--- config.mk ---
export PLATFORM = sky130hd
export DESIGN_NAME = execute_stage
export DESIGN_NICKNAME = d
export VERILOG_FILES = /design/src/design/rv_isa_pkg.sv /design/src/design/rv_pipe_pkg.sv /design/src/design/execute_stage.sv
export SDC_FILE = /design/constraint.sdc
export NUM_CORES = 1
export LEC_CHECK = 0
export ABC_AREA = 0
export BUFFER_PORTS_ARGS = -buffer_cell sky130_fd_sc_hd__buf_2
export CAP_MARGIN = 0
export CELL_PAD_IN_SITES_DETAIL_PLACEMENT = 2
export CELL_PAD_IN_SITES_GLOBAL_PLACEMENT = 2
export CORE_ASPECT_RATIO = 0.9
export CORE_MARGIN = 10
export CORE_UTILIZATION = 30
export CTS_CLUSTER_DIAMETER = 150
export DETAILED_ROUTE_END_ITERATION = 7
export HOLD_SLACK_MARGIN = 0.12
export MAX_ROUTING_LAYER = met4
export PLACE_DENSITY = 0.8
export SKIP_LAST_GASP = 1
export SYNTH_ARGS = -nofsm -noshare
export SYNTH_HDL_FRONTEND = slang
export SYNTH_SLANG_ARGS = --single-unit
--- constraint.sdc ---
create_clock -name clk -period 7.4 [get_ports clk]
set_clock_uncertainty 0.1 [all_clocks]
set_input_delay 1.48 -clock clk [delete_from_list [all_inputs] [get_ports clk]]
set_output_delay 1.48 -clock clk [all_outputs]
set_load 0.01 [all_outputs]
--- src/design/rv_isa_pkg.sv ---
`default_nettype none

package rv_isa_pkg;

   // major opcodes, bits [6:0] of the instruction word
   typedef enum logic [6:0] {
      OP     = 7'b0110011,
      OP_IMM = 7'b0010011,
      LUI    = 7'b0110111,
      LOAD   = 7'b0000011,
      STORE  = 7'b0100011,
      BRANCH = 7'b1100011,
      JAL    = 7'b1101111,
      SYSTEM = 7'b1110011
   } opcode_e;

   // operations the execute ALU knows
   typedef enum logic [2:0] {
      ADD    = 3'd0,
      SUB    = 3'd1,
      AND    = 3'd2,
      OR     = 3'd3,
      XOR    = 3'd4,
      SLT    = 3'd5,
      PASS_B = 3'd6
   } alu_op_e;

   // funct3 codes
   localparam logic [2:0] F3_ADD_SUB = 3'b000;
   localparam logic [2:0] F3_SLT     = 3'b010;
   localparam logic [2:0] F3_XOR     = 3'b100;
   localparam logic [2:0] F3_OR      = 3'b110;
   localparam logic [2:0] F3_AND     = 3'b111;
   localparam logic [2:0] F3_BEQ     = 3'b000;
   localparam logic [2:0] F3_BNE     = 3'b001;
   localparam logic [2:0] F3_LW_SW   = 3'b010;

endpackage

`default_nettype wire

--- src/design/rv_pipe_pkg.sv ---
`default_nettype none

package rv_pipe_pkg;

   // data and address width
   localparam int XLEN = 32;

   // register index width, 32 registers
   localparam int REG_AW = 5;

   localparam logic [XLEN-1:0] RESET_PC = 32'h0000_0000;

   // addi x0, x0, 0
   localparam logic [XLEN-1:0] NOP_INSTR = 32'h0000_0013;

endpackage

`default_nettype wire

--- src/design/execute_stage.sv ---
`default_nettype none

module execute_stage (
   input  logic                               clk,
   input  logic                               reset,
   input  logic [rv_pipe_pkg::XLEN-1:0]       pc_i,
   input  logic [rv_pipe_pkg::XLEN-1:0]       rs1_data_i,
   input  logic [rv_pipe_pkg::XLEN-1:0]       rs2_data_i,
   input  logic [rv_pipe_pkg::REG_AW-1:0]     rs1_i,
   input  logic [rv_pipe_pkg::REG_AW-1:0]     rs2_i,
   input  logic [rv_pipe_pkg::REG_AW-1:0]     rd_i,
   input  logic [rv_pipe_pkg::XLEN-1:0]       imm_i,
   input  rv_isa_pkg::alu_op_e                alu_op_i,
   input  logic                               reg_we_i,
   input  logic                               load_i,
   input  logic                               store_i,
   input  logic                               beq_i,
   input  logic                               bne_i,
   input  logic                               jump_i,
   input  logic                               halt_i,
   input  logic                               valid_i,
   input  logic                               wb_valid_i,
   input  logic [rv_pipe_pkg::REG_AW-1:0]     wb_rd_i,
   input  logic [rv_pipe_pkg::XLEN-1:0]       wb_data_i,
   output logic                               redirect_o,
   output logic [rv_pipe_pkg::XLEN-1:0]       target_o,
   output logic [rv_pipe_pkg::REG_AW-1:0]     ex_rd_o,
   output logic                               ex_load_o,
   output logic [rv_pipe_pkg::XLEN-1:0]       result_o,
   output logic [rv_pipe_pkg::XLEN-1:0]       store_data_o,
   output logic [rv_pipe_pkg::REG_AW-1:0]     rd_o,
   output logic                               reg_we_o,
   output logic                               load_o,
   output logic                               store_o,
   output logic                               halt_o,
   output logic                               valid_o
);

   logic [rv_pipe_pkg::XLEN-1:0] op_a;
   logic [rv_pipe_pkg::XLEN-1:0] op_b;
   logic [rv_pipe_pkg::XLEN-1:0] alu_b;
   logic [rv_pipe_pkg::XLEN-1:0] alu_out;
   logic                         fwd_a_ex;
   logic                         fwd_b_ex;
   logic                         fwd_a_wb;
   logic                         fwd_b_wb;
   logic                         equal;

   // newest first: own previous result, then writeback, then register value
   assign fwd_a_ex = reg_we_o && !load_o && (rd_o != '0) && (rd_o == rs1_i);
   assign fwd_b_ex = reg_we_o && !load_o && (rd_o != '0) && (rd_o == rs2_i);
   assign fwd_a_wb = wb_valid_i && (wb_rd_i == rs1_i);
   assign fwd_b_wb = wb_valid_i && (wb_rd_i == rs2_i);

   assign op_a = fwd_a_ex ? result_o : fwd_a_wb ? wb_data_i : rs1_data_i;
   assign op_b = fwd_b_ex ? result_o : fwd_b_wb ? wb_data_i : rs2_data_i;

   // stores keep rs2 as data, address uses the immediate
   assign alu_b = store_i ? imm_i : op_b;

   always_comb begin
      case (alu_op_i)
         rv_isa_pkg::ADD:    alu_out = op_a + alu_b;
         rv_isa_pkg::SUB:    alu_out = op_a - alu_b;
         rv_isa_pkg::AND:    alu_out = op_a & alu_b;
         rv_isa_pkg::OR:     alu_out = op_a | alu_b;
         rv_isa_pkg::XOR:    alu_out = op_a ^ alu_b;
         rv_isa_pkg::SLT:    alu_out = {{(rv_pipe_pkg::XLEN-1){1'b0}},
                                        $signed(op_a) < $signed(alu_b)};
         rv_isa_pkg::PASS_B: alu_out = alu_b;
         default:            alu_out = op_a + alu_b;
      endcase
   end

   assign equal      = (op_a == op_b);
   assign redirect_o = jump_i || (beq_i && equal) || (bne_i && !equal);
   assign target_o   = pc_i + imm_i;

   // load-use check in decode
   assign ex_rd_o   = rd_i;
   assign ex_load_o = load_i;

   always_ff @(posedge clk) begin
      if (reset) begin
         valid_o  <= 1'b0;
         reg_we_o <= 1'b0;
         load_o   <= 1'b0;
         store_o  <= 1'b0;
         halt_o   <= 1'b0;
      end else begin
         valid_o  <= valid_i;
         reg_we_o <= reg_we_i;
         load_o   <= load_i;
         store_o  <= store_i;
         halt_o   <= halt_i;
      end
   end

   always_ff @(posedge clk) begin
      result_o     <= jump_i ? pc_i + 32'd4 : alu_out;
      store_data_o <= op_b;
      rd_o         <= rd_i;
   end

endmodule

`default_nettype wire

Word level (Yosys, flattened, before mapping). Index checks and enable logic that the tools add are counted.

Bits of input ports: 194. Output and inout bits: 113. Word-level logic and storage cells: 47. Register bits after elaboration: 74.

Mux-type cells: 7. Order comparisons: 1. Equality and inequality tests: 11. $add $sub $neg: 4. Bitwise gates (word level): 3. Reduce and logical (&&, ||, !) cells: 13.

Operators by type and width (number): two-way mux 32 bit (6); one-hot mux 32 bit (6 select lines) (1); adder 32 bit (2); adder 32 x 3 -> 32 bit, second input constant (1); bitwise AND 32 bit (1); equality test 32 bit (1); < comparator 32 bit (1); OR 32 bit (1); subtractor 32 bit (1); bitwise XOR 32 bit (1); equality test 5 bit (4); equality test 3 bit, second input constant (3); logical AND 1 bit (8); equality test 3 x 2 -> 1 bit, second input constant (2); nonzero test 5 bit (1); equality test 3 x 1 -> 1 bit, second input constant (1); logical NOT 1 bit (2); logical OR 1 bit (2).

Depth between registers and ports, before layout.
Word-level depth: 9. Gate-level depth with buffers: 21. Mapped depth without buffers: 20.

Worst setup path before layout. No wires, ideal clock.

Path type: input-to-reg. From: in store_i. To: reg result_o[27] (netlist bit). Data required time: 7.168 ns. Cell stages on the path: 16. Setup time: 0.132 ns. Buffers on the path: 3. Setup slack: 1.547 ns. Data arrival time: 5.620 ns. Cell sequence: clkbuf_1 > clkbuf_1 > buf_1 > mux2i_1 > inv_1 > ha_1 > nor3_1 > o31ai_1 > a2111oi_2 > o21ai_1 > nand4_1 > and2_2 > a31oi_1 > a221o_1 > a221oi_1 > a21oi_1.

Word-level cells in the longest chain between the ends: 4. Elaborated cells between the ends (all ways): 8. Classes of those cells: add/sub (2); mux (3); bitwise (3).

Ends and longest elaborated chain: start, declared (RTL line execute_stage.sv:16) `input logic store_i,`; two-way mux 32 bit (*) (RTL line execute_stage.sv:59) `assign alu_b = store_i ? imm_i : op_b;`; adder 32 bit, or another cell as far along (RTL line execute_stage.sv:63, execute_stage.sv:71); one-hot mux 32 bit (6 select lines) (*) (RTL line execute_stage.sv:62) `case (alu_op_i)`; two-way mux 32 bit (*) (RTL line execute_stage.sv:100) `result_o <= jump_i ? pc_i + 32'd4 : alu_out;`; end signal, assigned (RTL line execute_stage.sv:100); end, declared (RTL line execute_stage.sv:29) `output logic [rv_pipe_pkg::XLEN-1:0] result_o,`.

Every way passes the cells marked *; elsewhere a longest branch is shown, timed or not. A chain may end at the register's enable or synchronous reset.

Final worst setup path.
From: in rs1_i[4] (netlist bit). To: out redirect_o.

Word-level cells in the longest chain between the ends: 8. Elaborated cells between the ends (all ways): 12. Classes of those cells: eq/ne (3); mux (2); reduce/logical (7).

Ends and longest elaborated chain: start, declared (RTL line execute_stage.sv:9) `input logic [rv_pipe_pkg::REG_AW-1:0] rs1_i,`; equality test 5 bit (RTL line execute_stage.sv:52) `assign fwd_a_wb = wb_valid_i && (wb_rd_i == rs1_i);`; logical AND 1 bit (RTL line execute_stage.sv:52); two-way mux 32 bit (RTL line execute_stage.sv:55) `assign op_a = fwd_a_ex ? result_o : fwd_a_wb ? wb_data_i : rs1_data_i;`; two-way mux 32 bit (*) (RTL line execute_stage.sv:55); equality test 32 bit (*) (RTL line execute_stage.sv:75) `assign equal = (op_a == op_b);`; logical AND 1 bit / logical NOT 1 bit (equally long branches) (RTL line execute_stage.sv:76) `assign redirect_o = jump_i || (beq_i && equal) || (bne_i && !equal);`; logical OR 1 bit / logical AND 1 bit (equally long branches) (RTL line execute_stage.sv:76); logical OR 1 bit (*) (RTL line execute_stage.sv:76); end, declared (RTL line execute_stage.sv:25) `output logic redirect_o,`.

Marked as above.

==> reports/results.ini <==
[floorplanning]
rows=68
fp.coreArea_um2=38700
fp.dieArea_um2=47800
start_util_pct=30.6
io_pins=307
die_w_um=229
fp.dieH_um=208

[layout]
areaGrowthSynthToFinish_pct=20.9
layout_common_cells=buf_2 (306), a21oi_1 (149), nand2_1 (128), ha_1 (128), nor2_1 (126)
fin_cells=2425
finish.net_count=2216
drive_gt1_share_pct=23.4
final_common_cell=buf_2

[global_route]
grt_pass1_vias=14900
antenna_found_initial=3
grt_busiest_layer=met2
grt_overflow_total=0
grtUsageMet1_pct=39.1
grt_use_total_pct=29.5
grt_use_met3_pct=6.56
grt_pass1_wl_um=104000
grt_max_degree=34
use_met2_pct=45.2

[synthesis]
ys_seq_area_share_pct=12.5
synth_top_area_share_pct=13.5
ys_ff_latch=74
synth_edf_count=0
yosys_warnings=0
ys.flop_type=dfxtp_1
yosysUniqueCellTypes=91
ys_top_cells_by_area=ha_1 (14%), dfxtp_1 (13%), a21oi_1 (6.3%)
avgSynthCellArea_um2=7.32
syn-instance-count=1618
synth_area_um2=11800
yosys.area.top_type=ha_1
syn_nets=1943
postSynth.asyncResetShare_pct=0

[setup_path]
r2r-start=rd_o[4]
cp.arrival_ns=5.58
start_kind=input pin
r2r_cells=18
rrSetupSlack_ns=1.52
rr_endpoint=result_o[18]
cp.required_ns=5.82
crit_fanout=16
end_kind=primary output
critPathKind=input pin to primary output

[pwr]
power_density_nw_per_um2=161
cellLeakagePower_nw=6.36
ir_worst_vdd_v=0.000128

[clock_tree]
cts_root_buf=clkbuf_16
cts.sinks=74
insertion_delay_ns=0.39
cts_tree=built
cts.htree.levels=3
cts-resized-gates=0
clk_pin_slew_worst_paths_ns=0.07
hold_buffers=0
numCtsBuffers=9
postCtsSetupBuffers=0
clk_path_buf_depth=2

[detailed_routing]
wl_per_cell_um=29.5
first_iter_violations=1229
drt-pass1-iter-count=5
via_count=14200
avgViaCountPerCell=5.87
routed_wirelength_um=71500
detail-route-antenna-nets=0
drc_errors=0

[worst_hold_path]
min-delay-path-class=flop to flop
min_to=store_data_o[3]
hold_start=result_o[3]
hold_depth=2

[placement]
place_inst=2405
place.port_buffers=306
place.gp.congestion=0.986
dp_hpwl_um=58900

[sta]
fin_crit_sh_pct=96.8
slew_violations=0
rsz0062_at_grt=no
tightest_slew_ns=0.832
tns_ns=0
slew_headroom_pct=43.9
hold_viol=0
min_period_ns=7.16
finalHoldWorstSlack_ns=0.469
max_freq_mhz=140
setup_violations=0

[outcome]
status=completed

[job]
cap_violations=0

-- cell usage after synthesis (19+ instances only) --
library cell and count:
nand3_1 29, dfxtp_1 74, o221ai_1 24, clkbuf_1 54, ha_1 128, nor2b_1 23
nor2_1 126, xor2_1 49, a21o_1 22, o21ai_0 110, o21a_1 20, a211oi_1 19
inv_1 113, mux2i_1 75, nor3_1 29, o21bai_1 20, xnor2_1 78, nand2_1 128
a21oi_1 150, o21ai_1 27
-- through the flow --
stage / area, um^2 / total power [mW] / setup WS (ns) / utilization, %
6_report: 14300 / 2.30 / 0.237 / 37.0
3_3_place_gp: 14000 / 1.68 / 0.251 / 36.1
2_1_floorplan: 11800 / 1.20 / 1.55 / -
4_1_cts: 14300 / 2.29 / 0.331 / 37.0
5_1_grt: 14300 / 2.43 / 0.100 / 37.0
3_5_place_dp: 14000 / 1.72 / 0.326 / 36.1
-- registers in the layout, indices dropped and copies added, names as in the netlist --
register,cells
halt_o,1
load_o,1
store_data_o,32
valid_o,1
reg_we_o,1
result_o,32
rd_o,5
store_o,1
-- worst max-delay path, cell delays in order --
cell and delay (ns):
buf_2 0.13, xor2_1 0.16, nor4_1 0.29, and3_2 0.65, buf_4 0.35, mux2i_1 0.10, o21ai_0 0.66, xor2_1 0.30
nor4_1 0.67, nand4_1 0.20, nor3_2 0.21, mux2i_1 0.20, buf_2 0.15
-- kinds of logic (layout without fill, tap and decap cells) --
family	Yosys count	count (layout)	synth area share, %
xor gates and xnor gates	127	127	9.39
adders and majority gates	131	131	14.0
muxes	83	83	7.19
buffers and inverters	213	491	7.98
AOI/OAI and AO/OA	563	563	31.8
DFF	74	74	12.5
other	0	4	0
and+or+nand+nor	427	427	17.1
-- how the worst max path moves through the flow --
stage                   from            to  slack (ns)  cells past startpoint
floorplan            store_i  result_o[27]        1.55                     16
global placement    rs1_i[4]    redirect_o        0.25                     13
detailed placement  rs1_i[4]  result_o[18]        0.33                     21
CTS                 rs1_i[4]    redirect_o        0.33                     13
global route        rs1_i[4]    redirect_o        0.10                     13
finish              rs1_i[4]    redirect_o        0.24                     13
-- where the power goes --
group          leakage (nW)  internal [mW]  switching (mW)
Sequential            0.624          0.439          0.0481
Combinational          5.57          0.450           0.805
Clock                 0.166          0.330           0.230
Total                  6.36           1.22            1.08
-- final cells by class --
| type | instances | area [um^2] |
|---|---|---|
| Clock inverter | 7 | 116 |
| Inverter | 115 | 432 |
| Fill cell | 4649 | 24400 |
| Sequential cell | 74 | 1480 |
| Clock buffer | 9 | 225 |
| Tap cell | 525 | 657 |
| Multi-Input combinational cell | 1331 | 9460 |
| Antenna cell | 4 | 10.0 |
| Timing Repair Buffer | 360 | 1940 |
-- per-layer routing --
metal,part of all wire (%),vias up
met1,46,7235
li1,-,6399
met4,1.1,0
met2,45,541
met3,7.8,50
met5,0,-
Power figures use the tool's default switching activity.
